$ cat src/fractalPkg.sv
/* Fixed-point types, frame geometry and stream structs for the fractal core.
   Coordinates are signed 36-bit values with 4 integer and 32 fraction bits. */
`default_nettype none

package fractalPkg;

  typedef logic signed [35:0] fixCoord;

  localparam int screenWidth  = 32;
  localparam int screenHeight = 16;

  typedef logic [4:0] screenX;
  typedef logic [3:0] screenY;

  localparam fixCoord baseStepX = 36'sh0_1800_0000; // 3.0 / 32 per column at zoom 0.
  localparam fixCoord baseStepY = 36'sh0_2000_0000; // 2.0 / 16 per row at zoom 0.

  localparam int zoomBits = 5;

  typedef logic [4:0] iterCount;
  localparam iterCount maxIter = 5'd31;

  // Squared magnitude bound, 4.0 on the same scale, with two guard bits.
  localparam logic signed [37:0] escapeLimit = 38'sh4_0000_0000;

  typedef struct packed {
    screenX  x;
    screenY  y;
    fixCoord re;
    fixCoord im;
  } coordItem;

  typedef struct packed {
    screenX   x;
    screenY   y;
    iterCount iterations;
  } pixelItem;

  typedef struct packed {
    fixCoord             upperLeftRe;
    fixCoord             upperLeftIm;
    logic [zoomBits-1:0] zoom;
  } viewConfig;

endpackage

`default_nettype wire

$ cat src/coordGenerator.sv
/* Raster scan over the 32 x 16 frame, one coordinate per handshake.
   The view is sampled at start, and a start outside idle has no effect. */
`default_nettype none
`timescale 1ns/1ns

module coordGenerator import fractalPkg::*; (
  input  logic      clk,
  input  logic      arstN,
  input  logic      start,
  input  viewConfig view,
  output logic      coordValid,
  output coordItem  coordOut,
  input  logic      coordReady,
  input  logic      lastPixelOut,
  output logic      frameDone
);

  typedef enum logic [1:0] {
    genIdle,
    genPresent,
    genDrained
  } genState;

  genState state;
  fixCoord rowStartRe;
  fixCoord stepX;
  fixCoord stepY;
  logic    transfer;
  logic    rowEnd;
  logic    lastCoord;

  assign transfer  = coordValid && coordReady;
  assign rowEnd    = coordOut.x == screenX'(screenWidth - 1);
  assign lastCoord = rowEnd && (coordOut.y == screenY'(screenHeight - 1));

  always_ff @(posedge clk or negedge arstN) begin
    if (!arstN) begin
      state      <= genIdle;
      coordValid <= 1'b0;
      frameDone  <= 1'b0;
    end else begin
      frameDone <= 1'b0;
      case (state)
        genIdle: begin
          if (start) begin
            coordValid <= 1'b1;
            state      <= genPresent;
          end
        end
        genPresent: begin
          if (transfer && lastCoord) begin
            coordValid <= 1'b0;
            state      <= genDrained;
          end
        end
        genDrained: begin
          // The last pixel is still in the iterator until it reports it left.
          if (lastPixelOut) begin
            frameDone <= 1'b1;
            state     <= genIdle;
          end
        end
        default: state <= genIdle;
      endcase
    end
  end

  always_ff @(posedge clk) begin
    if (state == genIdle && start) begin
      rowStartRe <= view.upperLeftRe;
      stepX      <= baseStepX >>> view.zoom; // Zoom halves the step per level.
      stepY      <= baseStepY >>> view.zoom;
      coordOut   <= '{x: '0, y: '0, re: view.upperLeftRe, im: view.upperLeftIm};
    end else if (transfer && !lastCoord) begin
      if (rowEnd) begin
        coordOut.x  <= '0;
        coordOut.y  <= coordOut.y + 1'b1;
        coordOut.re <= rowStartRe;
        coordOut.im <= coordOut.im + stepY;
      end else begin
        coordOut.x  <= coordOut.x + 1'b1;
        coordOut.re <= coordOut.re + stepX;
      end
    end
  end

  // A stalled coordinate must not change before the iterator takes it.
  coordHeldStable: assert property (@(posedge clk) disable iff (!arstN)
    coordValid && !coordReady |=> coordValid && $stable(coordOut))
    else $error("Coordinate changed while stalled.");

endmodule

`default_nettype wire

$ cat config.mk
export PLATFORM = sky130hd
export DESIGN_NAME = coordGenerator
export DESIGN_NICKNAME = d
export VERILOG_FILES = /design/src/fractalPkg.sv /design/src/coordGenerator.sv
export SDC_FILE = /design/constraint.sdc
export NUM_CORES = 1
export LEC_CHECK = 0
export ABC_AREA = 1
export BUFFER_PORTS_ARGS = -buffer_cell sky130_fd_sc_hd__buf_2
export CAP_MARGIN = 20
export CORE_MARGIN = 5
export CORE_UTILIZATION = 35
export CTS_CLUSTER_DIAMETER = 150
export DETAILED_ROUTE_END_ITERATION = 8
export GPL_TIMING_DRIVEN = 0
export PLACE_DENSITY_LB_ADDON = 0.1
export SLEW_MARGIN = 20
export SYNTH_ARGS = -nofsm -noshare
export SYNTH_HDL_FRONTEND = slang
export SYNTH_SLANG_ARGS = --single-unit
$ cat constraint.sdc
create_clock -name clk -period 2.7 [get_ports clk]
set_clock_uncertainty 0.2 [all_clocks]
set_input_delay 0.54 -clock clk [delete_from_list [all_inputs] [get_ports clk]]
set_output_delay 0.54 -clock clk [all_outputs]
set_load 0.05 [all_outputs]
Word-level counts from Yosys, hierarchy flattened
Cells that the tools add are included.
Widths: inputs -> output; s select.
{"block": "op_classes", "add_sub_neg": 4, "n_eq_ne": 7, "shift": 2, "mux": 14, "reduce_logical": 14}
{"op": "$mux 72", "count": 2}
{"op": "$add 36x36->36", "count": 2}
{"op": "$mux 36", "count": 2}
{"op": "$sshr 30x5->36 const A", "count": 1}
{"op": "$sshr 31x5->36 const A", "count": 1}
{"op": "$mux 2", "count": 3}
{"op": "$ne 2x2->1 const B", "count": 3}
{"op": "$pmux 2 s3", "count": 1}
{"op": "$reduce_and 3->1", "count": 2}
{"op": "$reduce_bool 2->1", "count": 3}
{"op": "$add 5x1->5 const B", "count": 1}
{"op": "$eq 5x5->1 const B", "count": 1}
{"op": "$logic_and 1x1->1", "count": 5}
{"op": "$mux 5", "count": 1}
{"op": "$add 4x1->4 const B", "count": 1}
{"op": "$eq 4x4->1 const B", "count": 1}
{"op": "$mux 1", "count": 4}
{"op": "$reduce_and 2->1", "count": 2}
{"op": "$eq 2x1->1 const B", "count": 1}
{"op": "$eq 2x2->1 const B", "count": 1}
{"op": "$logic_not 2->1", "count": 1}
{"op": "$pmux 1 s2", "count": 1}
{"op": "$logic_not 1->1", "count": 1}
{"block": "word_totals", "ff_bits": 193, "output_inout_bits": 83}

Longest topological paths before layout
Gate-level depths: netlist of run 1.
{"block": "logic_depth", "depth_word": 6, "depth_mapped": 16}

Worst setup path before layout of run 1
No wires, ideal clock.
{"block": "synth_path", "kind": "reg-to-reg", "startpoint": "register coordOut[76] (netlist bit)", "endpoint": "register coordOut[0] (netlist bit), enable pin", "t_arrival_ns": 2.523, "path_slack_ns": -0.418, "stages_incl_launch_ff": 10, "synth_period_minus_slack_ns": 3.118, "cell_sequence": "dfxtp_1 ha_1 inv_1 nor3_1 ha_1 nand4_1 inv_1 nor2_1 nand2_1 nand2_1"}
{"block": "synth_via", "elab_chain_len": 6, "word_cells_on_any_way": 7}
{"item": "start, declared", "line": "coordGenerator.sv:12", "source": "output coordItem coordOut,"}
{"item": "start signal, assigned", "line": "coordGenerator.sv:73", "source": "coordOut <= '{x: '0, y: '0, re: view.upperLeftRe, im: view.upperLeftIm};"}
{"item": "$eq 5x5->1 (*)", "line": "coordGenerator.sv:33", "source": "assign rowEnd = coordOut.x == screenX'(screenWidth - 1);"}
{"item": "$logic_and 1x1->1", "line": "coordGenerator.sv:34", "source": "assign lastCoord = rowEnd && (coordOut.y == screenY'(screenHeight - 1));"}
{"item": "$logic_not 1->1", "line": "coordGenerator.sv:74", "source": "end else if (transfer && !lastCoord) begin"}
{"item": "$logic_and 1x1->1", "line": "coordGenerator.sv:74"}
{"item": "$reduce_bool 2->1 (no source line)"}
{"item": "$reduce_and 2->1 (no source line) (*)"}
Mark *: on every way between the ends. The rest lies on a longest branch, timed or not.
A chain may end at the register's enable or synchronous reset.

Final worst setup path of run 1
{"block": "layout_path", "startpoint": "register state[0]", "endpoint": "register coordOut[21] (netlist bit), data pin"}
{"block": "layout_via", "elab_chain_len": 3}
{"item": "start, declared", "line": "coordGenerator.sv:24", "source": "genState state;"}
{"item": "start signal, assigned", "line": "coordGenerator.sv:38", "source": "state <= genIdle;"}
{"item": "start signal, assigned", "line": "coordGenerator.sv:47", "source": "state <= genPresent;"}
{"item": "start signal, assigned", "line": "coordGenerator.sv:53", "source": "state <= genDrained;"}
{"item": "$logic_not 2->1", "line": "coordGenerator.sv:69", "source": "if (state == genIdle && start) begin"}
{"item": "$logic_and 1x1->1", "line": "coordGenerator.sv:69"}
{"item": "$mux 72", "line": "coordGenerator.sv:69"}
No other way between the ends.

==> reports/results.tsv, run 1 <==
stage	metric	value	unit
synth	sequential element share of the synthesized area	44.45	%
floorplanning	area of the core	33450	sq um
routing	Final Routed Wirelength	39140	um
place	number of buffers added on ports	162	
cts	clock tree root driver cell	sky130_fd_sc_hd__clkbuf_16	
pwr	peak supply drop	0.5154	mV
synth	most used flip-flop cell after synthesis	sky130_fd_sc_hd__edfxtp_1	
routing	via/cell ratio	4.902	
floorplanning	starting density of the core	35.41	%
cts	number of clock buffers inserted by TritonCTS	17	
final_layout	Layout area overhead	17.11	%
timing	tightest slew margin relative to the limit	41.50	%
pwr	portion of total power attributed to combinational logic	48.7	%
global_routing	via count of the first global-routing pass	10600	
worst_hold_path	Hold Crit Endpoint	rowStartRe[27]	
routing	number of iterations in the first detailed-routing pass	5	
timing	final critical path time including I/O delays and setup	2.590	ns
synth	top cells by area in the synthesized netlist	sky130_fd_sc_hd__edfxtp_1 42%, sky130_fd_sc_hd__nand2_1 14%, sky130_fd_sc_hd__ha_1 7.0%	
worst_hold_path	worst min-delay path class	primary input to flop	
pwr	Static Leakage	6.132	nW
setup_path	required arrival time at the worst endpoint	2.81	ns
synth	share of Yosys cell area claimed by the top area cell type	42.08	%
routing	DRC viols	0	
setup_path	RR Startpoint	state[0]	
outcome	status	finished, final reports clean	
global_routing	initial antenna violation count	1	
setup_path	critical path cell sequence	nor2_1, nand2_1, inv_1, buf_2, clkbuf_1, nand2_1, nand2_1	
setup_path	count of cells along the worst register-to-register path	7	
floorplanning	Rows	67	
final_layout	Diodes inserted	0	
synth	number of warnings printed during yosys synthesis	0	
cts	Clock H-tree levels	4	
pwr	proportion of power drawn by the clock network	18.9	%
floorplanning	overall die width	194.0	um
floorplanning	number of placed I/O pins	165	
setup_path	endpoint of the most critical register-to-register path	coordOut[21]	
synth	Netlist Area Pre-Place	11850	sq um
place	placed wire-length estimate	31200	um
final_layout	number of nets in the final layout	1841	
place	Placer Congestion	0.8771	
setup_path	Reg2Reg Setup Slack	0.11	ns
cts	sinks on the clock net	179	
timing	measured slew at the worst slew-check pin	0.8775	ns
setup_path	cell class contributing the biggest share of worst-path delay	buffers and inverters	
floorplanning	die area	37620	sq um
synth	most numerous cell types in the synthesized netlist	441 x sky130_fd_sc_hd__nand2_1, 183 x sky130_fd_sc_hd__nor2_1, 166 x sky130_fd_sc_hd__edfxtp_1	
synth	biggest area consumer among synthesized cells	sky130_fd_sc_hd__edfxtp_1	
synth	flip-flop and latch count after synthesis	179	
global_routing	first-pass GRT wire length	59690	um
synth	Gate Count Post-Synth	1506	
synth	net count of the mapped netlist	1656	
setup_path	crit path capture type	flop	
pwr	Sw Share	46.99	%
timing	max-slew violations	0	
pwr	power density over the cells	919.8	nW/um^2
setup_path	startpoint type of the worst setup path	flop	
synth	most frequent cell after synthesis	sky130_fd_sc_hd__nand2_1	
cts	clock-pin slew on the worst setup and hold paths	0.07	ns
worst_hold_path	start point of the worst min-delay path	view[68]	
pwr	power share of the sequential group	32.3	%
setup_path	critical path's slowest cell	sky130_fd_sc_hd__clkbuf_1	
pwr	total power after layout	12.76	mW
setup_path	CP most frequent cell	sky130_fd_sc_hd__nand2_1	
cts	CTS Buffer Depth	2	
cts	insertion delay of the later-clocked pin in the worst-skew pair	0.45	ns
synth	number of enable flip-flop cells after synthesis	166	
pwr	Cell Int Power	6.764	mW
setup_path	Worst path max stage delay	0.56	ns
final_layout	Layout Utilization	41.47	%
timing	tightest hold margin	0.07867	ns
timing	final period utilization	95.92	%
routing	per-cell routed wire length	18.19	um
global_routing	Total Routing Usage GR	20.47	%
routing	remaining antenna violation count	0	
synth	Synth async-reset ratio	2.235	%
flow_run	max-cap violation count	0	
synth	Distinct cells, synth	40	
pwr	switching power	5.996	mW
timing	number of endpoints failing setup at the final stage	0	
setup_path	worst setup path category	flop to flop	
synth	Post-Syn Area per Cell	7.865	sq um
cts	TritonCTS clock tree	built	
setup_path	Crit path depth	7	
timing	RSZ-0062 raised after global routing	false	
setup_path	Arrival @ worst endpoint	2.70	ns
setup_path	number of buffer and inverter instances along the worst setup path	3	
routing	detailed-route via count	10550	
routing	Initial DRC Count	582	
final_layout	fraction of final layout cells with drive strength greater than 1	17.90	%
setup_path	maximum fanout count along the critical path	10	
global_routing	total gr overflow	0	
timing	Final Hold Vio Count	0	
global_routing	pin count of the biggest net entering global routing	104	
timing	Fmax	386.1	MHz
floorplanning	vertical die dimension	194.0	um
worst_hold_path	worst hold path cell count	1	
## sequential cells by signal, indices dropped and copies added, names as in the netlist
register	cells
rowStartRe	36
state	2
coordValid	1
stepX	29
frameDone	1
stepY	29
coordOut	81
## power groups by stage
stage               logic [mW]  clock network, mW  registers, mW
detailed placement        6.19                  0           4.19
floorplan                 3.44                  0           5.24
finish                    6.22               2.41           4.13
global placement          6.16                  0           4.20
global route              6.95               2.57           4.17
CTS                       6.23               2.47           4.13
## how the worst max path moves through the flow
stage                       from       endpoint  slack [ns]
global placement           start  rowStartRe[6]       -0.46
CTS                 coordOut[36]   coordOut[64]        0.02
detailed placement         start  rowStartRe[4]       -0.18
floorplan           coordOut[36]   coordOut[64]        0.06
finish                  state[0]   coordOut[21]        0.11
global route            stepX[0]   coordOut[68]       0.004
## placed cells by master (no fill, tap or decap), types with 14 or more instances in the layout
| master | instances |
|---|---|
| sky130_fd_sc_hd__clkbuf_1 | 20 |
| sky130_fd_sc_hd__nand2_2 | 29 |
| sky130_fd_sc_hd__ha_1 | 64 |
| sky130_fd_sc_hd__nand3_1 | 94 |
| sky130_fd_sc_hd__o21ai_0 | 59 |
| sky130_fd_sc_hd__clkbuf_16 | 18 |
| sky130_fd_sc_hd__o21ai_1 | 22 |
| sky130_fd_sc_hd__nand3_2 | 14 |
| sky130_fd_sc_hd__inv_1 | 140 |
| sky130_fd_sc_hd__a21oi_1 | 91 |
| sky130_fd_sc_hd__edfxtp_1 | 166 |
| sky130_fd_sc_hd__buf_2 | 174 |
| sky130_fd_sc_hd__nand2_1 | 436 |
| sky130_fd_sc_hd__nor3_1 | 31 |
| sky130_fd_sc_hd__nor2_2 | 14 |
| sky130_fd_sc_hd__nor2_1 | 181 |
## per-layer routing
layer / GRT usage [%] / part of all wire [%]
met1: 26.47 / 45
met2: 36.74 / 50
met3: 3.041 / 3.8
met5: 0 / 0.033
met4: 3.776 / 1.1
## through the flow
step | setup WS [ns] | std cells | instance area (sq um) | setup TNS [ns]
detailed placement | -0.1842 | 2116 | 13240 | -28.59
floorplan | 0.05776 | 1506 | 11860 | 0
global placement | -0.4555 | 2116 | 13230 | -56.18
global route | 0.003713 | 2152 | 13870 | 0
CTS | 0.01945 | 2148 | 13810 | 0
finish | 0.1102 | 2152 | 13870 | 0
## what timing repair did
item,in CTS,in global routing
hold buffers,1,0
pin swaps,1,0
gates resized for setup,7,7
cloned,0,0
setup endpoints to repair,178,47
setup buffers,0,4
hold endpoints to repair,4,0
## cell type report
cell class	instances	area, sq um
fillers	3539	19580
clock inverters	10	73.82
plain buffers	30	143.9
clock buffers	22	465.4
well taps	448	560.5
flip-flops and latches	179	5265
repair buffers	167	850.8
multi-input cells	1140	5927
inverters	156	585.6
## cell families after synthesis
kind of cell,synth area share (%)
buffers and inverters,6.063
AND/OR/NAND/NOR,31.49
XOR/XNOR,1.701
AO/OA/AOI/OAI,8.989
adder cells (fa/ha/maj),7.310
flip-flops,44.45
Note: power is estimated with default switching activity, not from simulation.
==> run 2, diff against run 1 <==
ABC_AREA = unset   (was 1)
==> run 2 against run 1 <==
Effect of this change:
- register-to-register slack got worse by 0.75 ns
- the run now ends with negative setup slack left
- non-clock buffer count rose by 71
- routed wire length fell by 19%
==> reports/results.tsv, run 2 <==
stage	metric	value	unit	change
outcome	status	finished, violations left		
outcome	violated checks	negative setup slack		
cts	Clock H-tree levels	4		unchanged
timing	tightest slew margin relative to the limit	40.45	%	-1.0 points
synth	number of warnings printed during yosys synthesis	0		unchanged
routing	via/cell ratio	5.197		+6.0%
pwr	switching power	5.194	mW	-13%
timing	Final Hold Vio Count	0		unchanged
routing	met3 WL	1704	um	+15%
routing	per-cell routed wire length	19.21	um	+5.6%
timing	final critical path time including I/O delays and setup	3.337	ns	+0.7472 ns
routing	Final Routed Wirelength	31820	um	-19%
routing	detailed-route via count	8607		-18%
place	number of buffers added on ports	164		+1.2%
floorplanning	area of the core	29480	sq um	-12%
timing	measured slew at the worst slew-check pin	0.8932	ns	+0.01570 ns
synth	Gate Count Post-Synth	1014		-33%
routing	DRC viols	0		unchanged
setup_path	crit path capture type	flop		
pwr	Cell Int Power	7.344	mW	+8.6%
setup_path	startpoint type of the worst setup path	flop		
final_layout	multi-input combinational cell area	5593	sq um	-5.6%
final_layout	Layout area overhead	30.58	%	
place	placed wire-length estimate	23010	um	-26%
synth	net count of the mapped netlist	1164		-30%
routing	Initial DRC Count	507		-13%
routing	number of iterations in the first detailed-routing pass	5		unchanged
floorplanning	die area	33240	sq um	-12%
routing	Met2 Routed Length	14540	um	-26%
final_layout	most common library cell in the layout ignoring fill and taps	sky130_fd_sc_hd__edfxtp_1		
global_routing	pin count of the biggest net entering global routing	73		-30%
timing	final period utilization	123.6	%	+28 points
synth	sequential element share of the synthesized area	50.66	%	+6.2 points
synth	share of Yosys cell area claimed by the top area cell type	47.96	%	+5.9 points
final_layout	Layout Utilization	46.04	%	+4.6 points
final_layout	fraction of final layout cells with drive strength greater than 1	30.14	%	+12 points
flow_run	max-cap violation count	0		unchanged
global_routing	via count of the first global-routing pass	8494		-20%
floorplanning	number of placed I/O pins	165		unchanged
setup_path	worst setup path category	flop to flop		
place	Placer Congestion	0.8605		-1.9%
final_layout	Regs by FF count	coordOut: 81 flops, rowStartRe: 36 flops		
pwr	Static Leakage	5.331	nW	-13%
synth	flip-flop and latch count after synthesis	179		unchanged
pwr	Sw Share	41.43	%	-5.6 points
synth	top cells by area in the synthesized netlist	sky130_fd_sc_hd__edfxtp_1 48%, sky130_fd_sc_hd__ha_1 7.9%, sky130_fd_sc_hd__a21oi_1 5.8%		
cts	clock-pin slew on the worst setup and hold paths	0.07	ns	about the same
final_layout	largest reg by FF count	coordOut		
routing	remaining antenna violation count	0		unchanged
floorplanning	vertical die dimension	182.3	um	-6.0%
synth	Netlist Area Pre-Place	10390	sq um	-12%
global_routing	total gr overflow	0		unchanged
timing	Fmax	299.7	MHz	-22%
synth	number of enable flip-flop cells after synthesis	166		unchanged
final_layout	most frequent cells in the layout	166 x sky130_fd_sc_hd__edfxtp_1, 164 x sky130_fd_sc_hd__buf_2, 127 x sky130_fd_sc_hd__nor2_1		
synth	biggest area consumer among synthesized cells	sky130_fd_sc_hd__edfxtp_1		
setup_path	maximum fanout count along the critical path	2		-8
global_routing	initial antenna violation count	6		+5
timing	minimum setup slack in the final design	-0.6370	ns	-0.7472 ns
cts	TritonCTS clock tree	built		
pwr	proportion of power drawn by the clock network	19.1	%	+0.2 points
synth	Post-Syn Area per Cell	10.25	sq um	+30%
setup_path	Arrival @ worst endpoint	3.32	ns	+0.62 ns
pwr	portion of total power attributed to combinational logic	49.5	%	+0.8 points
synth	Synth async-reset ratio	2.235	%	unchanged
synth	most numerous cell types in the synthesized netlist	166 x sky130_fd_sc_hd__edfxtp_1, 131 x sky130_fd_sc_hd__nor2_1, 120 x sky130_fd_sc_hd__a21oi_1		
timing	tightest hold margin	0.08817	ns	+0.009496 ns
global_routing	Total Routing Usage GR	18.44	%	-2.0 points
final_layout	area occupied by registers	5268	sq um	about the same
cts	clock tree root driver cell	sky130_fd_sc_hd__clkbuf_16		
floorplanning	Rows	63		-6.0%
synth	Distinct cells, synth	63		+57%
timing	max-slew violations	0		unchanged
pwr	power share of the sequential group	31.4	%	-0.9 points
final_layout	number of nets in the final layout	1402		-24%
synth	most frequent cell after synthesis	sky130_fd_sc_hd__edfxtp_1		
cts	number of clock buffers inserted by TritonCTS	17		unchanged
worst_hold_path	worst min-delay path class	primary input to flop		
routing	wire length the detailed router placed on met1	15050	um	-15%
final_layout	max reg flops	81		unchanged
timing	number of endpoints failing setup at the final stage	45		+45
cts	CTS Buffer Depth	2		unchanged
pwr	peak supply drop	0.4734	mV	-8.2%
floorplanning	starting density of the core	35.26	%	-0.16 points
cts	sinks on the clock net	179		unchanged
timing	RSZ-0062 raised after global routing	true		
final_layout	filler cell count	2891		-18%
global_routing	first-pass GRT wire length	47920	um	-20%
synth	most used flip-flop cell after synthesis	sky130_fd_sc_hd__edfxtp_1		
pwr	power density over the cells	923.8	nW/um^2	+0.43%
floorplanning	overall die width	182.3	um	-6.0%
cts	insertion delay of the later-clocked pin in the worst-skew pair	0.44	ns	about the same
routing	highest metal layer used by the detailed router	met5		
setup_path	required arrival time at the worst endpoint	2.68	ns	-0.13 ns
run 2: worst paths after layout:
path | from | cells after the start | slack (ns) | end
min in group asynchronous | arstN | 2 | 0.23 | state[1]
setup / recovery | coordOut[0] | 12 | -0.64 | coordOut[30]
max in group asynchronous | arstN | 2 | 1.96 | state[0]
hold reg to reg | coordOut[73] | 2 | 0.29 | coordOut[73]
hold / removal | view[59] | 1 | 0.09 | rowStartRe[18]
setup reg to reg | coordOut[0] | 12 | -0.64 | coordOut[30]
run 2: area by class of cell:
class | count | share of cell area, %
Tap cell | 390 | 3.595
Buffer | 42 | 1.521
Antenna cell | 2 | 0.03688
Sequential cell | 179 | 38.81
Multi-Input combinational cell | 766 | 41.21
Clock buffer | 19 | 3.190
Clock inverter | 12 | 0.8021
Inverter | 20 | 0.5531
Timing Repair Buffer | 226 | 10.28
run 2: per-stage QoR:
step | TNS, ns | instances | instance area [sq um] | total power, mW | setup slack [ns]
4_1_cts | -12.16 | 1637 | 13160 | 12.24 | -0.6292
3_5_place_dp | -52.20 | 1569 | 11970 | 9.188 | -0.8532
3_3_place_gp | -109.38 | 1568 | 11940 | 9.151 | -0.8737
5_1_grt | -20.23 | 1655 | 13570 | 13.24 | -0.7994
2_1_floorplan | -11.42 | 1014 | 10630 | 7.938 | -0.7350
6_report | -13.95 | 1656 | 13570 | 12.54 | -0.6370
run 2: cells by family (layout without fill, tap and decap cells):
logic type / count (synthesis) / count (layout) / share of synthesized area, %
adder cells (fa/ha/maj): 68 / 68 / 8.330
AO/OA/AOI/OAI: 285 / 285 / 16.87
buffers and inverters: 70 / 319 / 2.528
multiplexers: 9 / 9 / 0.8668
AND/OR/NAND/NOR: 336 / 337 / 15.11
flip-flops: 179 / 179 / 50.66
other: 0 / 2 / 0
XOR/XNOR: 67 / 67 / 5.646
run 2: worst max-delay path: stages, from the launching register on:
cell	delay [ns]
sky130_fd_sc_hd__edfxtp_1	0.39
sky130_fd_sc_hd__ha_2	0.20
sky130_fd_sc_hd__fa_2	0.37
sky130_fd_sc_hd__a211oi_2	0.25
sky130_fd_sc_hd__o21bai_2	0.13
sky130_fd_sc_hd__a221oi_2	0.27
sky130_fd_sc_hd__buf_4	0.17
sky130_fd_sc_hd__nand2b_4	0.15
sky130_fd_sc_hd__o311ai_4	0.09
sky130_fd_sc_hd__a31o_1	0.26
sky130_fd_sc_hd__a221o_1	0.38
sky130_fd_sc_hd__xnor2_1	0.16
sky130_fd_sc_hd__a21oi_1	0.08
run 2: repair_timing:
item / 4_1_cts / 5_1_grt
endpoints found under the setup margin: 165 / 116
setup buffers: 43 / 21
cloned: 1 / 1
resized for setup: 71 / 59
pin swaps: 54 / 56
hold buffers: 1 / 0
hold endpoints to repair: 4 / 0
run 2: power by group through the flow:
stage | Combinational, mW | Clock, mW | Sequential, mW
floorplan | 2.97 | 0 | 4.97
global placement | 5.15 | 0 | 4.00
detailed placement | 5.18 | 0 | 4.01
CTS | 5.84 | 2.45 | 3.94
global route | 6.70 | 2.55 | 3.98
finish | 6.20 | 2.40 | 3.94
run 2: routing by layer:
metal | vias to the layer above | track usage [%]
met2 | 231 | 29.19
met1 | 4126 | 26.32
met3 | 35 | 3.588
li1 | 4207 | -
met4 | 8 | 4.203
met5 | - | 0
