## src/fractalPkg.sv

```systemverilog
/* Fixed-point types, frame geometry and stream structs for the fractal core.
   Coordinates are signed 36-bit values with 4 integer and 32 fraction bits. */
`default_nettype none

package fractalPkg;

  typedef logic signed [35:0] fixCoord;

  localparam int screenWidth  = 32;
  localparam int screenHeight = 16;

  typedef logic [4:0] screenX;
  typedef logic [3:0] screenY;

  localparam fixCoord baseStepX = 36'sh0_1800_0000; // 3.0 / 32 per column at zoom 0.
  localparam fixCoord baseStepY = 36'sh0_2000_0000; // 2.0 / 16 per row at zoom 0.

  localparam int zoomBits = 5;

  typedef logic [4:0] iterCount;
  localparam iterCount maxIter = 5'd31;

  // Squared magnitude bound, 4.0 on the same scale, with two guard bits.
  localparam logic signed [37:0] escapeLimit = 38'sh4_0000_0000;

  typedef struct packed {
    screenX  x;
    screenY  y;
    fixCoord re;
    fixCoord im;
  } coordItem;

  typedef struct packed {
    screenX   x;
    screenY   y;
    iterCount iterations;
  } pixelItem;

  typedef struct packed {
    fixCoord             upperLeftRe;
    fixCoord             upperLeftIm;
    logic [zoomBits-1:0] zoom;
  } viewConfig;

endpackage

`default_nettype wire

```

## src/wbPkg.sv

```systemverilog
/* Wishbone classic host port structs and the register map of the core.
   Addresses are word indices on a 3-bit bus. */
`default_nettype none

package wbPkg;

  typedef struct packed {
    logic        cyc;
    logic        stb;
    logic        we;
    logic [2:0]  adr;
    logic [31:0] datW;
  } wbReq;

  typedef struct packed {
    logic        ack;
    logic [31:0] datR;
  } wbRsp;

  localparam logic [2:0] regReLow   = 3'd0;
  localparam logic [2:0] regReHigh  = 3'd1; // Only bits 3:0 are kept.
  localparam logic [2:0] regImLow   = 3'd2;
  localparam logic [2:0] regImHigh  = 3'd3; // Only bits 3:0 are kept.
  localparam logic [2:0] regZoom    = 3'd4;

  // Write bit 0 to start a frame. Read back bit 0 busy and bit 1 done.
  localparam logic [2:0] regControl = 3'd5;

endpackage

`default_nettype wire

```

## src/renderRegs.sv

```systemverilog
/* Wishbone classic slave holding the view and control registers.
   Every access is acked once, one cycle after the request. A start while busy is ignored. */
`default_nettype none
`timescale 1ns/1ns

module renderRegs import wbPkg::*, fractalPkg::*; (
  input  logic      clk,
  input  logic      arstN,
  input  wbReq      wbIn,
  output wbRsp      wbOut,
  output viewConfig view,
  output logic      start,
  input  logic      frameDone
);

  logic [31:0]         reLow;
  logic [31:0]         imLow;
  logic [3:0]          reHigh;
  logic [3:0]          imHigh;
  logic [zoomBits-1:0] zoom;
  logic                busy;
  logic                done;
  logic                access;
  logic                writeAccess;
  logic                startReq;
  logic [31:0]         readData;

  // A strobe still high during the ack cycle is not a new access.
  assign access      = wbIn.cyc && wbIn.stb && !wbOut.ack;
  assign writeAccess = access && wbIn.we;
  assign startReq    = writeAccess && (wbIn.adr == regControl) && wbIn.datW[0] && !busy;

  always_comb begin
    case (wbIn.adr)
      regReLow:   readData = reLow;
      regReHigh:  readData = {28'd0, reHigh};
      regImLow:   readData = imLow;
      regImHigh:  readData = {28'd0, imHigh};
      regZoom:    readData = {{(32 - zoomBits){1'b0}}, zoom};
      regControl: readData = {30'd0, done, busy};
      default:    readData = '0; // Unmapped words read as zero.
    endcase
  end

  always_ff @(posedge clk or negedge arstN) begin
    if (!arstN) begin
      wbOut  <= '0;
      start  <= 1'b0;
      busy   <= 1'b0;
      done   <= 1'b0;
      reLow  <= '0;
      reHigh <= '0;
      imLow  <= '0;
      imHigh <= '0;
      zoom   <= '0;
    end else begin
      wbOut.ack <= access;
      if (access) begin
        wbOut.datR <= wbIn.we ? 32'd0 : readData;
      end
      if (writeAccess) begin
        case (wbIn.adr)
          regReLow:  reLow  <= wbIn.datW;
          regReHigh: reHigh <= wbIn.datW[3:0];
          regImLow:  imLow  <= wbIn.datW;
          regImHigh: imHigh <= wbIn.datW[3:0];
          regZoom:   zoom   <= wbIn.datW[zoomBits-1:0];
          default:   ;
        endcase
      end
      start <= startReq; // Lines up with the ack of the control write.
      if (startReq) begin
        busy <= 1'b1;
        done <= 1'b0;
      end else if (frameDone) begin
        busy <= 1'b0;
        done <= 1'b1;
      end
    end
  end

  assign view = '{upperLeftRe: {reHigh, reLow}, upperLeftIm: {imHigh, imLow}, zoom: zoom};

  // Each classic access must see exactly one ack, even with stb held.
  ackSinglePulse: assert property (@(posedge clk) disable iff (!arstN)
    wbOut.ack |=> !wbOut.ack)
    else $error("Wishbone ack held high for two cycles.");

endmodule

`default_nettype wire

```

## config.mk

```make
export PLATFORM = sky130hd
export DESIGN_NAME = renderRegs
export DESIGN_NICKNAME = d
export VERILOG_FILES = /design/src/fractalPkg.sv /design/src/wbPkg.sv /design/src/renderRegs.sv
export SDC_FILE = /design/constraint.sdc
export NUM_CORES = 1
export LEC_CHECK = 0
export BUFFER_PORTS_ARGS = -buffer_cell sky130_fd_sc_hd__buf_2
export CAP_MARGIN = 0
export CORE_ASPECT_RATIO = 0.6
export CORE_UTILIZATION = 45
export CTS_CLUSTER_SIZE = 12
export DETAILED_ROUTE_END_ITERATION = 16
export PLACE_DENSITY = 0.8
export SYNTH_ARGS = -nofsm -noshare
export SYNTH_HDL_FRONTEND = slang
export SYNTH_SLANG_ARGS = --single-unit
```

## constraint.sdc

```tcl
create_clock -name clk -period 1.8 [get_ports clk]
set_input_delay 0.36 -clock clk [delete_from_list [all_inputs] [get_ports clk]]
set_output_delay 0.36 -clock clk [all_outputs]
set_load 0.03 [all_outputs]
```

* Word level (Yosys, flattened, before mapping)
Cells that the tools add are included.
** Storage, ports and cells
- Bits in registers :: 113
- Word-level logic and storage cells :: 36
** Cells by class
- Equality and inequality tests :: 5
- Mux-type cells :: 6
- Reductions and logical operators :: 15
** Operator list (count)
- 32-bit one-hot mux with 6 select lines :: 1
- 32-bit two-way mux :: 1
- 2-bit AND reduction :: 5
- 3-bit by 2-bit equality test with 1-bit output (second input constant) :: 2
- 3-bit equality test (second input constant) :: 2
- 1-bit logical AND :: 6
- 1-bit two-way mux :: 4
- 3-bit by 1-bit equality test with 1-bit output (second input constant) :: 1
- 3-bit logical NOT :: 1
- 1-bit logical NOT :: 2
- 2-bit nonzero test :: 1

* Longest topological paths before layout
Gate-level depths: netlist (run 1).
- Depth in word-level cells :: 7
- Gate-level depth with buffers :: 5

* Least setup slack after synthesis (run 1)
Ideal clock, no wire load.
- Path type :: reg2reg
- Start point :: register wbOut[32] in the netlist's numbering
- End point :: register imLow[2]
- Arrival time :: 1.880 ns
- Path slack :: -0.207 ns
- Cell stages (with the launch flop) :: 6
- Cells stage by stage :: dfrtp_1 nand3b_1 or4b_1 clkbuf_1 buf_4 mux2_1
** Between the ends
- Cells in the longest elaborated chain, start to end :: 4
** Ends and longest elaborated chain
- start, declared :: line renderRegs.sv:10 : output wbRsp wbOut,
- 1-bit logical NOT :: line renderRegs.sv:29 : assign access = wbIn.cyc && wbIn.stb && !wbOut.ack;
- 1-bit logical AND :: line renderRegs.sv:29
- 1-bit logical AND :: line renderRegs.sv:30 : assign writeAccess = access && wbIn.we;
- 2-bit AND reduction (no source line)
- end signal, assigned :: line renderRegs.sv:65 : regImLow: imLow <= wbIn.datW;
- end, declared :: line renderRegs.sv:17 : logic [31:0] imLow;
Every way passes these cells.
A chain may end at the register's enable or synchronous reset.

* Worst setup path in the final report (run 1)
- Start point :: register wbOut[32] in the netlist's numbering
- End point :: register reLow[4]
** Between the ends
- Cells in the longest elaborated chain, start to end :: 4
** Ends and longest elaborated chain
- 1-bit logical NOT :: line renderRegs.sv:29
- 1-bit logical AND :: line renderRegs.sv:29
- 1-bit logical AND :: line renderRegs.sv:30
- 2-bit AND reduction (no source line)
- end signal, assigned :: line renderRegs.sv:63 : regReLow: reLow <= wbIn.datW;
- end, declared :: line renderRegs.sv:16 : logic [31:0] reLow;
Every way passes these cells.

==> flow_summary.toml, run 1 <==
[run_status]
status = "finished, violations left"
failed_checks = "negative setup slack"

[cells_and_area]
fin_cells = 660
syn_to_final_growth_pct = 37.0
drive_above_1_share = 0.554
final_nets = 553
num_antenna_cells = 0
fin_area_sq_um = 6560

[route]
drc = 0
avgRoutedWirePerCell_microns = 19.0
ant_nets = 0
vias = 3531
drt_first_iter_violations = 158
via_per_inst = 5.35
wl_microns = 12500
drtPass1Iterations = 4

[global_routing]
use_met2 = 0.368
busiest_layer = "met2"
gr-usage-met1 = 0.324
grt_pass1_wl_microns = 19700
grt_start_max_net_pins = 44
overflow = 0
grt_use_met3 = 0.0741
track_usage = 0.244
first_global_vias = 3701
antenna_found_initial = 0

[sta]
fin_crit_sh = 1.12
max_slew.worst_pin.slew_ps = 560
hold_viol = 0
drv_slew = 0
finClkSkew_ps = 7.03
slew_headroom = 0.627
setup_tns_ps = -15070
setup_viol = 96
fin_crit_ps = 2020
fmax_mhz = 494
rsz0062_at_grt = "true"
fin_ws_ps = -223

[min_path]
hold_path_class = "primary input to flop"

[yosys]
synthTopCellsByCount = "dfrtp_1, mux2_2, mux2i_1, mux2_4, nand2_1"
synth.top_cell.area_share = 0.590
netlist_area_sq_um = 4790
async_reset_ff_frac = 1.00
synthCells = 339
synthesis.nets = 380
synth_edf_count = 0
ys_seq_area_frac = 0.590
yosys_register_bits = 113
synth_ff_type = "dfrtp_1"
synth_cell_type_count = 29
syn_area_per_cell_sq_um = 14.1
synth_top_cell_by_area = "dfrtp_1"
yosysMostFrequentCell = "dfrtp_1"
yosysWarnings = 0
synth_area_leaders = "dfrtp_1, mux2_2, mux2_4"

[die]
dieHeight_microns = 81.9
die_x_microns = 135
core-area_sq_um = 10100
row_count = 28
die-area_sq_um = 11100
num_io_pins = 152
initial_core_util = 0.475

[setup_path]
cp_max_fo = 23
required_ps = 2080
worstSetupPathType = "flop to flop"
cp_data_arrival_time_ps = 2300
crit_path_end_kind = "flop"
cp-start-kind = "flop"
reg2reg_setup_slack_ps = -220

[placed_design]
dpl.hpwl_microns = 8660
dpl-instance-area_sq_um = 5810
placed_cells = 625
gp_congestion = 0.841
post-place-ws_ps = -295
port_buffers = 151

[clock_tree]
numCtsBuffers = 17
clk_pin_slew_worst_paths_ps = 50
clk_latency_ps = 400
cts_buffer_depth = 2
cts_tree = "yes"
cts-root-buf = "clkbuf_16"
htreeDepth = 4
cts.sinks = 113

[pwr]
vdd.ir_drop.worst_mv = 0.904
power_density_nw_per_um2 = 1360
p_leak_nw = 3.57

[job]
maxCapViolations = 0
kinds of logic (layout without fill, tap and decap cells):
group / Yosys count / count (layout) / synth area share
AND/OR/NAND/NOR: 48 / 48 / 0.0517
flip-flops: 113 / 113 / 0.590
buffers and inverters: 25 / 211 / 0.0274
multiplexers: 115 / 115 / 0.284
AO/OA/AOI/OAI: 38 / 38 / 0.0470
sequential cells by signal (all words and copies together), names as in the netlist:
signal,cells
done,1
imHigh,4
reHigh,4
busy,1
zoom,5
imLow,32
start,1
reLow,32
wbOut,33
final timing paths:
path	from	endpoint	cells past startpoint
setup / recovery	wbOut[32]$_DFF_PN0_	reLow[4]$_DFFE_PN0P_	5
hold / removal	wbIn[24]	reLow[24]$_DFFE_PN0P_	2
setup reg to reg	wbOut[32]$_DFF_PN0_	reLow[4]$_DFFE_PN0P_	5
hold reg to reg	wbOut[17]$_DFFE_PN0N_	wbOut[17]$_DFFE_PN0N_	2
max in group asynchronous	arstN	wbOut[23]$_DFFE_PN0N_	3
min in group asynchronous	arstN	wbOut[10]$_DFFE_PN0N_	2
cells in the final DEF (no fill, tap or decap), types with 2 or more instances in the layout:
cell,netlist,layout
dfrtp_1,113,112
or4b_2,1,2
nand4bb_1,2,2
a22o_1,3,3
buf_4,3,18
or3_4,0,2
nor2_1,3,3
clkbuf_8,0,2
clkbuf_16,0,17
mux2_4,30,31
bufinv_16,0,6
mux2_2,45,45
buf_2,3,150
o22ai_1,3,3
clkbuf_1,11,2
a221o_1,2,2
buf_12,0,5
nand2_1,28,28
inv_1,3,3
o221ai_1,2,2
nor4_1,3,2
o21ai_1,0,26
nand2b_1,3,3
clkinv_2,0,4
mux2i_1,38,38
what timing repair did:
action,CTS,global route
setup buffers,3,1
endpoints found under the hold margin,29,0
pin swaps,0,1
gates resized for setup,40,2
setup endpoints to repair,104,104
hold buffers,1,0
stage by stage:
step           utilization  total power [W]  hold slack [ps]
4_1_cts              0.650          0.00898              183
3_3_place_gp         0.576          0.00508              327
5_1_grt              0.651          0.00925              192
3_5_place_dp         0.576          0.00515              335
2_1_floorplan            -          0.00444             64.4
6_report             0.651          0.00891              203
layer usage:
layer / wire length [microns] / up-vias / share of wire
li1: - / 1558 / -
met1: 5710 / 1775 / 0.46
met2: 5520 / 179 / 0.44
met3: 1160 / 19 / 0.092
met4: 151 / 0 / 0.012
met5: 0 / - / 0
area by class of cell:
| class | count | area (sq um) |
|---|---|---|
| fillers | 767 | 3530 |
| flip-flops and latches | 113 | 2830 |
| multi-input cells | 201 | 1860 |
| repair buffers | 176 | 1020 |
| clock buffers | 21 | 460 |
| clock inverters | 11 | 208 |
| well taps | 135 | 169 |
| inverters | 3 | 11.3 |
report_power, final:
part / total [W] / internal, W / switching (W)
logic: 0.00192 / 0.000725 / 0.00120
registers: 0.00322 / 0.00291 / 0.000313
clock network: 0.00377 / 0.00266 / 0.00111
total: 0.00891 / 0.00629 / 0.00262
worst max-delay path, cell delays in order (launching register included):
cell      delay [ps]
dfrtp_2          400
nand3b_1         260
buf_4            190
or4b_4           500
buf_12           190
mux2_4           320
Power figures use the tool's default switching activity.
==> run 2: changes to the inputs <==
--- a/config.mk
+++ b/config.mk
@@ -5,6 +5,7 @@
 export SDC_FILE = /design/constraint.sdc
 export NUM_CORES = 1
 export LEC_CHECK = 0
+export ABC_AREA = 1
 export BUFFER_PORTS_ARGS = -buffer_cell sky130_fd_sc_hd__buf_2
 export CAP_MARGIN = 0
 export CORE_ASPECT_RATIO = 0.6
==> run 2 against run 1 <==
Net effect: the run now ends clean; die area is 1.4% higher; routed wire length is 8.7% higher; clock skew is 2.1 ps higher; first-iteration DRC count is 150% higher; combinational power is 11% lower; utilization is 2.6 points lower; critical path depth is 1 lower; sequential power hardly changed; count of clock-buffer cells in the layout is 2 higher; via count is 27% higher; register-to-register slack better by 440 ps; highest routed layer unchanged; total power is 8.4% lower.
==> flow_summary.toml, run 2 <==
[clock_tree]
clk_latency_ps = 400
clk_pin_slew_worst_paths_ps = 50
cts-root-buf = "clkbuf_16"
hold_buffers = 1
post_cts_buffers = 0
numCtsBuffers = 17
cts_buffer_depth = 2
htreeDepth = 4
cts.sinks = 113
cts_tree = "yes"
post_cts_resized = 0

[placed_design]
gp_congestion = 0.963
post-place-ws_ps = 117
dpl-instance-area_sq_um = 5760
port_buffers = 151
dpl.hpwl_microns = 9550

[setup_path]
critPathSlowestCell = "nor3_2"
timing.critical_path.cells = "nor2_2, nand2_1, nor3_2, o21ai_0"
cp_max_fo = 10
worstSetupPathType = "flop to flop"
cp_data_arrival_time_ps = 1840
crit_buf_inv = 0
cpPeakStageDelay_ps = 510
crit_family = "simple AND/OR/NAND/NOR gates"
cp-start-kind = "flop"
crit_path_end_kind = "flop"
required_ps = 2050

[cells_and_area]
largest_register_ffs = 33
final_nets = 780
top_register = "wbOut"
postLayoutCoreUtil = 0.625
fin_area_sq_um = 6350
syn_to_final_growth_pct = 30.7
final_common_cell = "nand2_1"
drive_above_1_share = 0.275
final_cell_mix = "nand2_1, buf_2, dfrtp_1"
reg_top3 = "wbOut (33), imLow (32), reLow (32)"
num_antenna_cells = 0
nFillCells = 917

[global_routing]
antenna_found_initial = 0
grt_use_met3 = 0.0836
overflow = 0
use_met2 = 0.370
track_usage = 0.255
grt_start_max_net_pins = 65
busiest_layer = "met2"
grt_pass1_wl_microns = 21100
gr-usage-met1 = 0.353
first_global_vias = 4073

[sta]
fmax_mhz = 630
rsz0062_at_grt = "false"
hold_ws_ps = 196
fin_crit_sh = 0.882
max_slew.worst_pin.slew_ps = 617
setup_viol = 0
fin_crit_ps = 1590
drv_slew = 0
slew_headroom = 0.587
hold_viol = 0
finClkSkew_ps = 9.11
fin_ws_ps = 213
setup_tns_ps = 0

[yosys]
yosysMostFrequentCell = "nand2_1"
synthesis.nets = 623
yosys_register_bits = 113
async_reset_ff_frac = 1.00
synthCells = 582
synth_edf_count = 0
synth_top_cell_by_area = "dfrtp_1"
synth_ff_type = "dfrtp_1"
synth.top_cell.area_share = 0.582
synthTopCellsByCount = "nand2_1, dfrtp_1, o21ai_1, inv_1, buf_2"
yosysWarnings = 0
netlist_area_sq_um = 4860
synth_cell_type_count = 23
synth_area_leaders = "dfrtp_1, nand2_1, o21ai_1"
ys_seq_area_frac = 0.582
syn_area_per_cell_sq_um = 8.35

[route]
vias = 4484
wl_microns = 13600
avgRoutedWirePerCell_microns = 15.4
ant_nets = 0
via_per_inst = 5.07
drc = 0
drtPass1Iterations = 5
drt_first_iter_violations = 390

[pwr]
clock_power_share = 0.398
power_frac_comb = 0.210
sw_frac_of_total = 0.319
power.switching_w = 0.00260
share_seq_of_total_power = 0.392
p_int_w = 0.00556
power_density_nw_per_um2 = 1290
vdd.ir_drop.worst_mv = 0.675
p_leak_nw = 3.70

[die]
die_x_microns = 136
dieHeight_microns = 82.5
num_io_pins = 152
row_count = 28
die-area_sq_um = 11200
core-area_sq_um = 10200
initial_core_util = 0.478

[job]
maxCapViolations = 0

[run_status]
status = "complete, no violations"

[min_path]
hold_path_class = "primary input to flop"
==> run 2: cell types whose count changed after synthesis, moves of 12 or more <==
cell,before,now
nand2_1,28,264
mux2_2,45,0
o21ai_0,27,15
nand3_1,0,14
o21ai_1,0,68
inv_1,3,48
mux2i_1,38,0
mux2_4,30,0
buf_2,3,16
==> run 2: cell type report <==
| type | count | area (sq um) | area share |
|---|---|---|---|
| flip-flops and latches | 113 | 2830 | 0.445 |
| multi-input cells | 388 | 1660 | 0.262 |
| repair buffers | 167 | 918 | 0.145 |
| clock buffers | 23 | 498 | 0.0784 |
| inverters | 52 | 195 | 0.0307 |
| well taps | 135 | 169 | 0.0266 |
| clock inverters | 6 | 80.1 | 0.0126 |
==> run 2: path summary, 6_finish.rpt <==
path | start | end | slack (ps) | cells after the start
min in group asynchronous | arstN | wbOut[32]$_DFF_PN0_ | 440 | 2
max | wbOut[32]$_DFF_PN0_ | zoom[1]$_DFFE_PN0P_ | 210 | 4
min reg2reg | wbOut[18]$_DFFE_PN0N_ | wbOut[18]$_DFFE_PN0N_ | 470 | 2
min | frameDone | busy$_DFFE_PN0P_ | 200 | 2
max in group asynchronous | arstN | imLow[19]$_DFFE_PN0P_ | 760 | 3
max reg2reg | wbOut[32]$_DFF_PN0_ | zoom[1]$_DFFE_PN0P_ | 210 | 4
==> run 2: cell families (layout without fill, tap and decap cells) <==
kind of cell	after synthesis	count (layout)	synth area share
flops	113	113	0.582
buf+inv	81	248	0.0770
simple gates	303	303	0.253
compound gates	85	85	0.0878
==> run 2: power groups by stage <==
stage	Clock, W	Combinational, W	Sequential (W)
after CTS	0.00332	0.00172	0.00319
after global placement	0	0.00167	0.00320
after global routing	0.00344	0.00184	0.00324
final	0.00325	0.00171	0.00320
after detailed placement	0	0.00172	0.00322
after floorplan	0	0.000415	0.00386
==> run 2: metal layers <==
metal / wire [microns] / up-vias
met3: 1460 / 13
met1: 6260 / 2103
li1: - / 2137
met4: 144 / 0
met2: 5770 / 231
met5: 0 / -
==> run 2: per-stage QoR <==
stage | cells | power (W)
6_report | 884 | 0.00816
3_5_place_dp | 854 | 0.00494
3_3_place_gp | 854 | 0.00487
4_1_cts | 884 | 0.00823
5_1_grt | 884 | 0.00852
2_1_floorplan | 582 | 0.00427
==> run 3: changes to the inputs <==
--- a/config.mk
+++ b/config.mk
@@ -8,7 +8,7 @@
 export ABC_AREA = 1
 export BUFFER_PORTS_ARGS = -buffer_cell sky130_fd_sc_hd__buf_2
 export CAP_MARGIN = 0
-export CORE_ASPECT_RATIO = 0.6
+export CORE_ASPECT_RATIO = 1.5
 export CORE_UTILIZATION = 45
 export CTS_CLUSTER_SIZE = 12
 export DETAILED_ROUTE_END_ITERATION = 16
==> run 3 against run 2 <==
Net effect: die area is essentially flat; count of clock-buffer cells in the layout up 1; critical path depth is 3 higher; final cell count rose by 1.0%; critical endpoint is now imLow[13]$_DFFE_PN0P_; largest power group is now sequential cells; sequential share of layout area increased by 0.18 points.
==> flow_summary.toml, run 3 (synthesized netlist as in run 2, its figures left out) <==
[clock_tree]
cts_buffer_depth = 2
clk_latency_ps = 400
post_cts_resized = 0
cts.sinks = 113
clk_pin_slew_worst_paths_ps = 50
cts_tree = "yes"
numCtsBuffers = 17
post_cts_buffers = 0
htreeDepth = 4
cts-root-buf = "clkbuf_16"

[global_routing]
overflow = 0
first_global_vias = 4151
grt_start_max_net_pins = 35
antenna_found_initial = 0
grt_pass1_wl_microns = 20400
track_usage = 0.242

[cells_and_area]
final_cell_mix = "nand2_1, buf_2, dfrtp_1"
num_antenna_cells = 0
top_register = "wbOut"
drive_above_1_share = 0.272
largest_register_ffs = 33
nFillCells = 924
fin_cells = 893
syn_to_final_growth_pct = 30.2
final_common_cell = "nand2_1"
reg_top3 = "wbOut (33), imLow (32), reLow (32)"
final_nets = 779

[placed_design]
placed_cells = 862
dpl.hpwl_microns = 9020
port_buffers = 151
gp_congestion = 0.890

[die]
core-area_sq_um = 10500
num_io_pins = 152
die-area_sq_um = 11200
dieHeight_microns = 129
die_x_microns = 86.8
row_count = 46
initial_core_util = 0.461

[setup_path]
cp_max_fo = 34
required_ps = 2070
crit_top_cell = "nand2_1"
cp-start-kind = "flop"
critPathSlowestCell = "dfrtp_1"
worstSetupPathType = "flop to flop"
cpPeakStageDelay_ps = 380
crit_path_end_kind = "flop"
cp_data_arrival_time_ps = 1800
reg2reg_setup_slack_ps = 270
timing.critical_path.cells = "nor2_2, nand2_1, inv_2, nand2_2, buf_4, nand2_1, o21ai_1"

[sta]
hold_ws_ps = 158
max_slew.worst_pin.slew_ps = 483
fmax_mhz = 656
setup_viol = 0
drv_slew = 0
hold_viol = 0
fin_crit_sh = 0.847
finClkSkew_ps = 7.55
slew_headroom = 0.678
rsz0062_at_grt = "false"
setup_tns_ps = 0
fin_crit_ps = 1530

[route]
drt_first_iter_violations = 312
via_per_inst = 4.94
ant_nets = 0
drtPass1Iterations = 5
drc = 0
avgRoutedWirePerCell_microns = 14.6
wl_microns = 13000
vias = 4411

[pwr]
power_density_nw_per_um2 = 1240
vdd.ir_drop.worst_mv = 0.703
power_w = 0.00785
p_leak_nw = 3.67

[run_status]
status = "complete, no violations"

[min_path]
hold_path_class = "primary input to flop"

[job]
maxCapViolations = 0
-- run 3: changes by cell type in the layout (fill, tap and decap cells not counted), moves of 2 or more --
cell / previous run / this run
buf_12: 3 / 5
buf_4: 13 / 10
bufinv_16: 2 / 0
clkbuf_1: 1 / 3
-- run 3: worst paths after layout --
path | startpoint | to | depth (start not counted)
setup / recovery | wbOut[32]$_DFF_PN0_ | imLow[13]$_DFFE_PN0P_ | 7
hold / removal | frameDone | busy$_DFFE_PN0P_ | 2
setup reg to reg | wbOut[32]$_DFF_PN0_ | imLow[13]$_DFFE_PN0P_ | 7
hold reg to reg | wbOut[32]$_DFF_PN0_ | wbOut[32]$_DFF_PN0_ | 1
max in group asynchronous | arstN | imLow[30]$_DFFE_PN0P_ | 3
min in group asynchronous | arstN | imLow[8]$_DFFE_PN0P_ | 2
-- run 3: metrics by stage --
step | setup WS, ps | instance area (sq um) | utilization
2_1_floorplan | 406 | 4860 | -
5_1_grt | 186 | 6320 | 0.600
3_5_place_dp | 153 | 5790 | 0.550
6_report | 275 | 6320 | 0.600
3_3_place_gp | 208 | 5790 | 0.550
4_1_cts | 287 | 6320 | 0.600
-- run 3: what timing repair did --
action,4_1_cts,5_1_grt
setup endpoints to repair,0,0
hold endpoints to repair,31,0
hold buffers,1,0
-- run 3: area by class of cell --
| cell class | count | area [sq um] | area share |
|---|---|---|---|
| clock buffers | 24 | 492 | 0.0778 |
| well taps | 144 | 180 | 0.0285 |
| multi-input cells | 388 | 1660 | 0.263 |
| repair buffers | 166 | 936 | 0.148 |
| flip-flops and latches | 113 | 2830 | 0.447 |
| clock inverters | 6 | 32.5 | 0.00514 |
| inverters | 52 | 195 | 0.0309 |
-- run 3: power breakdown --
part           total [W]  internal (W)  switching (W)
combinational    0.00170      0.000485        0.00122
clock            0.00296       0.00187        0.00109
sequential       0.00319       0.00289       0.000295
total            0.00785       0.00525        0.00260
-- run 3: worst max-delay path: cells and delay by family (launching register included) --
family          cells  cell delay (ps)
compound gates      1               70
buf+inv             2              390
flops               1              380
simple gates        4              530
-- run 3: layer usage --
layer	routed length, microns	up-vias	global-route usage	part of all wire
met5	0	-	0	0
met2	6990	152	0.434	0.54
li1	-	2136	-	-
met4	293	0	0.0980	0.022
met3	652	30	0.0643	0.050
met1	5090	2093	0.268	0.39
